<file path="src/hdl/mipsPkg.sv">
package mipsPkg;

    // primary opcodes, instruction bits 31:26
    localparam logic [5:0] opSpecial = 6'b000000;  // r-type, decoded by funct
    localparam logic [5:0] opRegimm  = 6'b000001;  // decoded by rt
    localparam logic [5:0] opJal     = 6'b000011;
    localparam logic [5:0] opAddi    = 6'b001000;
    localparam logic [5:0] opAddiu   = 6'b001001;
    localparam logic [5:0] opSlti    = 6'b001010;
    localparam logic [5:0] opSltiu   = 6'b001011;
    localparam logic [5:0] opAndi    = 6'b001100;  // zero-extended imm
    localparam logic [5:0] opOri     = 6'b001101;  // zero-extended imm
    localparam logic [5:0] opXori    = 6'b001110;  // zero-extended imm
    localparam logic [5:0] opLui     = 6'b001111;

    // special funct codes, bits 5:0
    localparam logic [5:0] fnSll  = 6'b000000;
    localparam logic [5:0] fnSrl  = 6'b000010;
    localparam logic [5:0] fnSra  = 6'b000011;
    localparam logic [5:0] fnSllv = 6'b000100;  // amount from rs
    localparam logic [5:0] fnSrlv = 6'b000110;
    localparam logic [5:0] fnSrav = 6'b000111;
    localparam logic [5:0] fnJalr = 6'b001001;  // link into rd
    localparam logic [5:0] fnAdd  = 6'b100000;
    localparam logic [5:0] fnAddu = 6'b100001;
    localparam logic [5:0] fnSub  = 6'b100010;
    localparam logic [5:0] fnSubu = 6'b100011;
    localparam logic [5:0] fnAnd  = 6'b100100;
    localparam logic [5:0] fnOr   = 6'b100101;
    localparam logic [5:0] fnXor  = 6'b100110;
    localparam logic [5:0] fnNor  = 6'b100111;
    localparam logic [5:0] fnSlt  = 6'b101010;
    localparam logic [5:0] fnSltu = 6'b101011;

    // regimm rt codes
    localparam logic [4:0] rtBltzal = 5'b10000;
    localparam logic [4:0] rtBgezal = 5'b10001;

    localparam logic [4:0]  linkRegister    = 5'd31;  // ra
    localparam logic [4:0]  stackRegister   = 5'd29;  // sp
    localparam logic [31:0] stackResetValue = 32'h7FFF;  // stack top

    typedef enum logic [3:0] {
        aluAdd, aluSub, aluAnd, aluOr, aluXor, aluNor,
        aluSlt, aluSltu, aluSll, aluSrl, aluSra, aluLui
    } aluOpCode;

    typedef struct packed {
        logic [5:0] opcode;
        logic [4:0] rs;
        logic [4:0] rt;
        logic [4:0] rd;
        logic [4:0] shamt;
        logic [5:0] funct;
    } rFormat;

    typedef struct packed {
        logic [5:0]  opcode;
        logic [4:0]  rs;
        logic [4:0]  rt;
        logic [15:0] imm;
    } iFormat;

    // same 32 bits, read as r-format or i-format
    typedef union packed {
        rFormat rView;
        iFormat iView;
    } instrWord;

    typedef struct packed {
        aluOpCode aluOp;
        logic     useImmediate;       // second operand is imm
        logic     zeroExtend;         // logical immediates
        logic     useShamt;           // fixed shift amount
        logic     writesRd;
        logic     writesRt;
        logic     linkAlways;         // jal
        logic     linkRd;             // jalr
        logic     linkIfNonNegative;  // bgezal
        logic     linkIfNegative;     // bltzal
    } controlBundle;

endpackage

</file>
<file path="src/hdl/controlDecoder.sv">
`timescale 1ns/1ps

module controlDecoder import mipsPkg::*; (
    input  instrWord     instruction,
    output controlBundle control
);

    logic [5:0] opcode;
    logic [5:0] funct;
    logic [4:0] rtCode;

    assign opcode = instruction.rView.opcode;
    assign funct  = instruction.rView.funct;
    assign rtCode = instruction.iView.rt;  // regimm sub-opcode

    always_comb begin
        control = '0;  // unknown encodings write nothing
        case (opcode)
            opSpecial: begin
                control.writesRd = 1'b1;  // cleared again below if funct unknown
                case (funct)
                    fnSll: begin
                        control.aluOp    = aluSll;
                        control.useShamt = 1'b1;
                    end
                    fnSrl: begin
                        control.aluOp    = aluSrl;
                        control.useShamt = 1'b1;
                    end
                    fnSra: begin
                        control.aluOp    = aluSra;
                        control.useShamt = 1'b1;
                    end
                    fnSllv:         control.aluOp = aluSll;  // amount from rs
                    fnSrlv:         control.aluOp = aluSrl;
                    fnSrav:         control.aluOp = aluSra;
                    fnJalr:         control.linkRd = 1'b1;   // pc+4 into rd
                    fnAdd, fnAddu:  control.aluOp = aluAdd;  // no overflow trap
                    fnSub, fnSubu:  control.aluOp = aluSub;
                    fnAnd:          control.aluOp = aluAnd;
                    fnOr:           control.aluOp = aluOr;
                    fnXor:          control.aluOp = aluXor;
                    fnNor:          control.aluOp = aluNor;
                    fnSlt:          control.aluOp = aluSlt;
                    fnSltu:         control.aluOp = aluSltu;
                    default:        control = '0;
                endcase
            end
            opRegimm: begin
                if (rtCode == rtBgezal) control.linkIfNonNegative = 1'b1;
                else if (rtCode == rtBltzal) control.linkIfNegative = 1'b1;
                // other regimm branches have no writeback here
            end
            opJal: control.linkAlways = 1'b1;
            opAddi, opAddiu, opSlti, opSltiu, opAndi, opOri, opXori, opLui: begin
                control.writesRt     = 1'b1;  // i-type dest is rt
                control.useImmediate = 1'b1;
                case (opcode)
                    opSlti:  control.aluOp = aluSlt;
                    opSltiu: control.aluOp = aluSltu;  // sign-extended, unsigned compare
                    opAndi:  control.aluOp = aluAnd;
                    opOri:   control.aluOp = aluOr;
                    opXori:  control.aluOp = aluXor;
                    opLui:   control.aluOp = aluLui;
                    default: control.aluOp = aluAdd;   // addi, addiu
                endcase
                control.zeroExtend = (opcode == opAndi) || (opcode == opOri) ||
                                     (opcode == opXori);
            end
            default: control = '0;
        endcase
    end

endmodule

</file>
<file path="src/hdl/registerFile.sv">
`timescale 1ns/1ps

module registerFile import mipsPkg::*; (
    input  logic        clock,
    input  logic        reset,
    input  logic [4:0]  readAddressA,  // rs
    input  logic [4:0]  readAddressB,  // rt
    input  logic [4:0]  writeAddress,
    input  logic        writeEnable,   // already excludes r0
    input  logic [31:0] writeData,
    output logic [31:0] operandA,
    output logic [31:0] operandB
);

    logic [31:0] registers [32];

    // async read, new value visible the cycle after a write
    assign operandA = registers[readAddressA];
    assign operandB = registers[readAddressB];

    always_ff @(posedge clock) begin
        if (reset) begin
            for (int i = 0; i < 32; i++) begin
                if (i == int'(stackRegister)) begin
                    registers[i] <= stackResetValue;  // sp at stack top
                end else begin
                    registers[i] <= 32'(i);  // reset image is the index
                end
            end
        end else if (writeEnable) begin
            registers[writeAddress] <= writeData;
        end
    end

endmodule

</file>
<file path="src/hdl/operandDecode.sv">
`timescale 1ns/1ps

module operandDecode import mipsPkg::*; (
    input  logic         issue,
    input  instrWord     instruction,
    input  controlBundle control,
    input  logic [31:0]  pcPlus4,
    input  logic [31:0]  aluResult,
    input  logic         negative,      // rs bit 31
    output logic [4:0]   readAddressA,
    output logic [4:0]   readAddressB,
    output logic [4:0]   writeAddress,
    output logic [31:0]  immediate,
    output logic         writeEnable,
    output logic [31:0]  writeData
);

    logic [15:0] rawImmediate;
    logic [4:0]  rdField;
    logic [4:0]  rtField;
    logic        linkTaken;     // r31 link that fires this cycle
    logic        anyLink;       // data is pc+4
    logic        wantsWrite;

    assign readAddressA = instruction.rView.rs;
    assign rtField      = instruction.rView.rt;
    assign readAddressB = rtField;
    assign rdField      = instruction.rView.rd;
    assign rawImmediate = instruction.iView.imm;

    // logical immediates zero-extend, the rest sign-extend
    assign immediate = control.zeroExtend ? {16'h0000, rawImmediate}
                                          : {{16{rawImmediate[15]}}, rawImmediate};

    // regimm links depend on the sign of rs
    assign linkTaken = control.linkAlways ||
                       (control.linkIfNonNegative && !negative) ||
                       (control.linkIfNegative && negative);
    assign anyLink   = linkTaken || control.linkRd;

    always_comb begin
        if (linkTaken) begin
            writeAddress = linkRegister;  // jal, bgezal, bltzal
        end else if (control.writesRd) begin
            writeAddress = rdField;       // r-type and jalr
        end else if (control.writesRt) begin
            writeAddress = rtField;       // i-type
        end else begin
            writeAddress = 5'd0;          // no destination
        end
    end

    assign writeData = anyLink ? pcPlus4 : aluResult;

    // untaken regimm link falls through with no write flag set
    assign wantsWrite = linkTaken || control.writesRd || control.writesRt;

    // r0 is never written, the register file relies on this
    assign writeEnable = issue && wantsWrite && (writeAddress != 5'd0);

endmodule

</file>
<file path="src/hdl/executeUnit.sv">
`timescale 1ns/1ps

module executeUnit import mipsPkg::*; (
    input  controlBundle control,
    input  logic [31:0]  operandA,    // rs value
    input  logic [31:0]  operandB,    // rt value
    input  logic [31:0]  immediate,   // already extended
    input  logic [4:0]   shamt,
    output logic [31:0]  aluResult,
    output logic         negative
);

    logic [31:0] secondOperand;
    logic [4:0]  shiftAmount;
    logic        signedLess;
    logic        unsignedLess;

    assign secondOperand = control.useImmediate ? immediate : operandB;

    // sll/srl/sra take shamt, the v forms take rs low bits
    assign shiftAmount = control.useShamt ? shamt : operandA[4:0];

    assign signedLess   = $signed(operandA) < $signed(secondOperand);
    assign unsignedLess = operandA < secondOperand;

    always_comb begin
        case (control.aluOp)
            aluAdd:  aluResult = operandA + secondOperand;  // wraps, no trap
            aluSub:  aluResult = operandA - secondOperand;
            aluAnd:  aluResult = operandA & secondOperand;
            aluOr:   aluResult = operandA | secondOperand;
            aluXor:  aluResult = operandA ^ secondOperand;
            aluNor:  aluResult = ~(operandA | secondOperand);
            aluSlt:  aluResult = {31'd0, signedLess};
            aluSltu: aluResult = {31'd0, unsignedLess};
            aluSll:  aluResult = operandB << shiftAmount;   // shifts act on rt
            aluSrl:  aluResult = operandB >> shiftAmount;
            aluSra:  aluResult = $unsigned($signed(operandB) >>> shiftAmount);
            aluLui:  aluResult = {immediate[15:0], 16'h0000};
            default: aluResult = 32'd0;
        endcase
    end

    // sign of rs for bgezal and bltzal
    assign negative = operandA[31];

endmodule

</file>
<file path="src/hdl/decodeExecuteTop.sv">
`timescale 1ns/1ps

module decodeExecuteTop import mipsPkg::*; (
    input  logic        clock,
    input  logic        reset,
    input  logic        issue,        // level-qualified from fetch
    input  instrWord    instruction,
    input  logic [31:0] pcPlus4,
    output logic        commitValid,
    output logic [4:0]  commitAddress,
    output logic [31:0] commitData
);

    controlBundle control;
    logic [4:0]   readAddressA;
    logic [4:0]   readAddressB;
    logic [4:0]   writeAddress;
    logic [31:0]  operandA;
    logic [31:0]  operandB;
    logic [31:0]  immediate;
    logic [31:0]  aluResult;
    logic [31:0]  writeData;
    logic         writeEnable;
    logic         negative;

    controlDecoder decoder (
        .instruction (instruction),
        .control     (control)
    );

    registerFile regs (
        .clock        (clock),
        .reset        (reset),
        .readAddressA (readAddressA),
        .readAddressB (readAddressB),
        .writeAddress (writeAddress),
        .writeEnable  (writeEnable),
        .writeData    (writeData),
        .operandA     (operandA),
        .operandB     (operandB)
    );

    operandDecode operands (
        .issue        (issue),
        .instruction  (instruction),
        .control      (control),
        .pcPlus4      (pcPlus4),
        .aluResult    (aluResult),
        .negative     (negative),
        .readAddressA (readAddressA),
        .readAddressB (readAddressB),
        .writeAddress (writeAddress),
        .immediate    (immediate),
        .writeEnable  (writeEnable),
        .writeData    (writeData)
    );

    executeUnit execute (
        .control   (control),
        .operandA  (operandA),
        .operandB  (operandB),
        .immediate (immediate),
        .shamt     (instruction.rView.shamt),
        .aluResult (aluResult),
        .negative  (negative)
    );

    // commit port mirrors the register file write
    assign commitValid   = writeEnable;
    assign commitAddress = writeAddress;
    assign commitData    = writeData;

endmodule

</file>
<file path="config.mk">
export PLATFORM = sky130hd
export DESIGN_NAME = decodeExecuteTop
export DESIGN_NICKNAME = d
export VERILOG_FILES = /design/src/hdl/mipsPkg.sv /design/src/hdl/controlDecoder.sv /design/src/hdl/registerFile.sv /design/src/hdl/operandDecode.sv /design/src/hdl/executeUnit.sv /design/src/hdl/decodeExecuteTop.sv
export SDC_FILE = /design/constraint.sdc
export NUM_CORES = 2
export LEC_CHECK = 0
export BUFFER_PORTS_ARGS = -buffer_cell sky130_fd_sc_hd__buf_2
export CAP_MARGIN = 25
export CORE_MARGIN = 4
export CORE_UTILIZATION = 40
export DETAILED_ROUTE_END_ITERATION = 16
export HOLD_SLACK_MARGIN = 0.02
export SETUP_SLACK_MARGIN = 0.15
export SYNTH_ARGS = -nofsm -noshare
export SYNTH_HDL_FRONTEND = slang
export SYNTH_HIERARCHICAL = 1
export SYNTH_SLANG_ARGS = --single-unit
</file>
<file path="constraint.sdc">
create_clock -name clock -period 8.79 [get_ports clock]
set_input_delay 0 -clock clock [delete_from_list [all_inputs] [get_ports clock]]
set_output_delay 0 -clock clock [all_outputs]
set_load 0.05 [all_outputs]
</file>
==> results.py <==
metrics = {
    "die": {
        "row_count": 149,
        "die_y_um": 417,
        "io_pins": 105,
        "die_width_um": 417,
        "initial_core_util_pct": 40.4,
        "die_area_sq_mm": 0.173,
        "coreArea_sq_mm": 0.165,
    },
    "worst_hold_path": {
        "hold_class": "in2reg",
        "hold_depth": 3,
        "min_from": "pcPlus4[6]",
        "hold-path-endpoint": "regs/registers[11][6]",
    },
    "worst_setup_path": {
        "worstPathCellList": "mux2i_1, a22o_1, nor3_1, a31oi_1, nand3_1, mux2i_1, ha_1, and4_1, a211oi_1, a211oi_1, nor2_1, o21ai_1, or4_1, o211ai_1, o21a_1, mux2_2, buf_2",
        "cp_data_required_time_ps": 8790,
        "cp-end-kind": "output port",
        "r2r-end": "regs/registers[8][31]",
        "path_max_fanout": 33,
        "rrSetupSlack_ps": 1970,
        "critPathMaxStageDelay_ps": 740,
        "rr_worst_depth": 17,
        "startpoint_type": "register",
        "crit_slowest_cell": "a211oi_1",
        "timing.rr.start": "regs/registers[7][9]",
        "cp_data_arrival_time_ps": 7500,
        "critPathKind": "reg2out",
    },
    "clock_tree": {
        "htree_num_levels": 3,
        "post_cts_resize_count": 0,
        "hold_buffers": 0,
        "cts_tree": "built",
        "clock_sinks": 1024,
        "clk_pin_slew_ps": 60,
        "cts_root_buf": "clkbuf_16",
        "cts_buffer_depth": 3,
        "post-cts-setup-buffer-count": 0,
        "cts_buffers": 109,
        "clk-insertion-delay-late_ps": 740,
    },
    "finish": {
        "drive_gt1_share_pct": 10.2,
        "syn2layout_area_growth_pct": 8.48,
        "largest_register_ffs": 1024,
        "final_common_cell": "mux2i_1",
        "top_regs": "regs/registers: 1024 flops",
        "mostFrequentLayoutCells": "mux2i_1 (1194), edfxtp_1 (1024), and2_1 (938)",
        "top_register": "regs/registers",
        "num-nets-final": 6188,
    },
    "grt": {
        "antenna_found_initial": 11,
        "grt_max_degree": 106,
        "grt_pass1_wl_mm": 365,
        "overflow": 0,
        "first_global_vias": 49900,
        "track_usage_pct": 28.7,
    },
    "timing": {
        "hold_violations": 0,
        "setup_tns_ps": 0,
        "setup_viol": 0,
        "setup_ws_ps": 1290,
        "rsz0062_at_grt": "false",
        "worstMarginPinSlew_ps": 1150,
        "maxSlewViolCount": 0,
        "fin_skew_ps": 47.9,
        "slew_headroom_pct": 23.1,
        "max_clock_freq_mhz": 133,
        "holdWs_ps": 82.1,
        "timing.final.crit_share_pct": 85.3,
        "fin_crit_ps": 7500,
    },
    "synthesis": {
        "synth-seq-area-share_pct": 46.1,
        "synth_top_family_by_area": "multiplexers",
        "synth_edf_count": 1024,
        "ys_async_sr_fraction_pct": 0,
        "synth_xor_xnor_area_share_pct": 0.0525,
        "syn_nets": 6397,
        "synth_cell_types": 91,
        "synth_warnings": 6,
        "synth-seq-cells": 1024,
        "synthesis.area_sq_mm": 0.0667,
        "synthSimpleGateAreaFrac_pct": 16.8,
        "syn_avg_cell_area_sq_um": 10.7,
        "synth.area.mux_share_pct": 19.1,
        "yosys_most_used_dff": "edfxtp_1",
        "synth-compound-area-share_pct": 11.0,
        "syn_inst": 6230,
        "synth_adder_area_share_pct": 1.90,
    },
    "place": {
        "pre_cts_slack_ps": 1460,
        "place_congestion": 0.963,
        "dp_hpwl_mm": 168,
        "placement.io_buffers": 104,
    },
    "status": {
        "status": "complete, no violations",
    },
    "route": {
        "wirelength_mm": 259,
        "drt_iter0_drc": 6053,
        "vias": 52000,
        "wl_per_cell_um": 31.2,
        "drc": 0,
        "dr.pass1.iters": 8,
        "ant_nets": 0,
        "post_drt_via_cell_ratio": 6.26,
    },
    "job": {
        "max_cap_viol_count": 0,
    },
    "power": {
        "peakVddDrop_uv": 148,
        "p_leak_nw": 28.8,
        "power_density_mw_per_mm2": 194,
    },
}
==> synth_stat cells, drive strengths merged, types with 98 or more instances <==
cell type,number,area share (%)
nor2,202,1.2
ha,98,1.8
inv,102,0.57
a22o,130,1.7
and2,940,8.8
nand2,321,1.8
edfxtp,1024,46
nor3,105,0.82
a22oi,197,2.2
a21oi,313,2.3
mux2i,1199,18
or3,109,1.0
nand3,233,1.8
o21ai,111,0.83
clkbuf,363,2.1
buf,259,2.4
==> how the worst max path moves through the flow <==
stage | startpoint | to | slack [ps] | cells after the start
floorplan | instruction[17] | regs/registers[10][24] | 3600 | 25
global placement | instruction[16] | regs/registers[2][31] | 1560 | 18
detailed placement | instruction[16] | regs/registers[16][31] | 1460 | 18
CTS | regs/registers[7][9] | commitData[31] | 1470 | 17
global route | regs/registers[7][9] | commitData[31] | 990 | 17
finish | regs/registers[7][9] | commitData[31] | 1290 | 17
==> where the power goes <==
group          total, mW  leakage, nW  switching [mW]  internal, mW
clock               4.45         1.65            1.98          2.48
sequential          5.61         10.3          0.0838          5.53
combinational       4.02         16.8            2.95          1.06
==> through the flow <==
step | power, mW | instances | instance area, sq um | util [%]
finish | 14.1 | 8303 | 72400 | 43.8
global route | 14.5 | 8293 | 72400 | 43.8
CTS | 14.0 | 8291 | 72400 | 43.8
detailed placement | 9.64 | 8098 | 69000 | 41.7
global placement | 9.60 | 8096 | 69000 | 41.7
floorplan | 8.21 | 6230 | 66700 | -
==> cell families after synthesis <==
group,after synthesis
buffers and inverters,724
AO/OA/AOI/OAI,1079
AND/OR/NAND/NOR,2044
flip-flops,1024
XOR/XNOR,4
multiplexers,1255
adder cells (fa/ha/maj),100
==> per-layer routing <==
metal	GRT usage, %	share of wire (%)	vias to the layer above
met1	37.0	40	26200
li1	-	-	22500
met4	13.4	5.1	4
met2	47.1	47	2737
met5	0	0.012	-
met3	4.85	8.6	547
==> critical path: cells and delay by family, from the launching register on <==
kind | cells | cell delay [ps]
flops | 1 | 380
fa+ha+maj | 1 | 480
mux | 3 | 1060
compound gates | 7 | 2490
buf+inv | 1 | 440
simple gates | 5 | 1860
==> layout make-up <==
type	instances	area, sq um
diodes	11	27.5
clock buffers	131	2850
clock inverters	62	503
fillers	15300	93000
inverters	102	383
multi-input cells	4482	32800
flip-flops and latches	1024	30700
well taps	2189	2740
repair buffers	302	2340
Power figures use the tool's default switching activity.
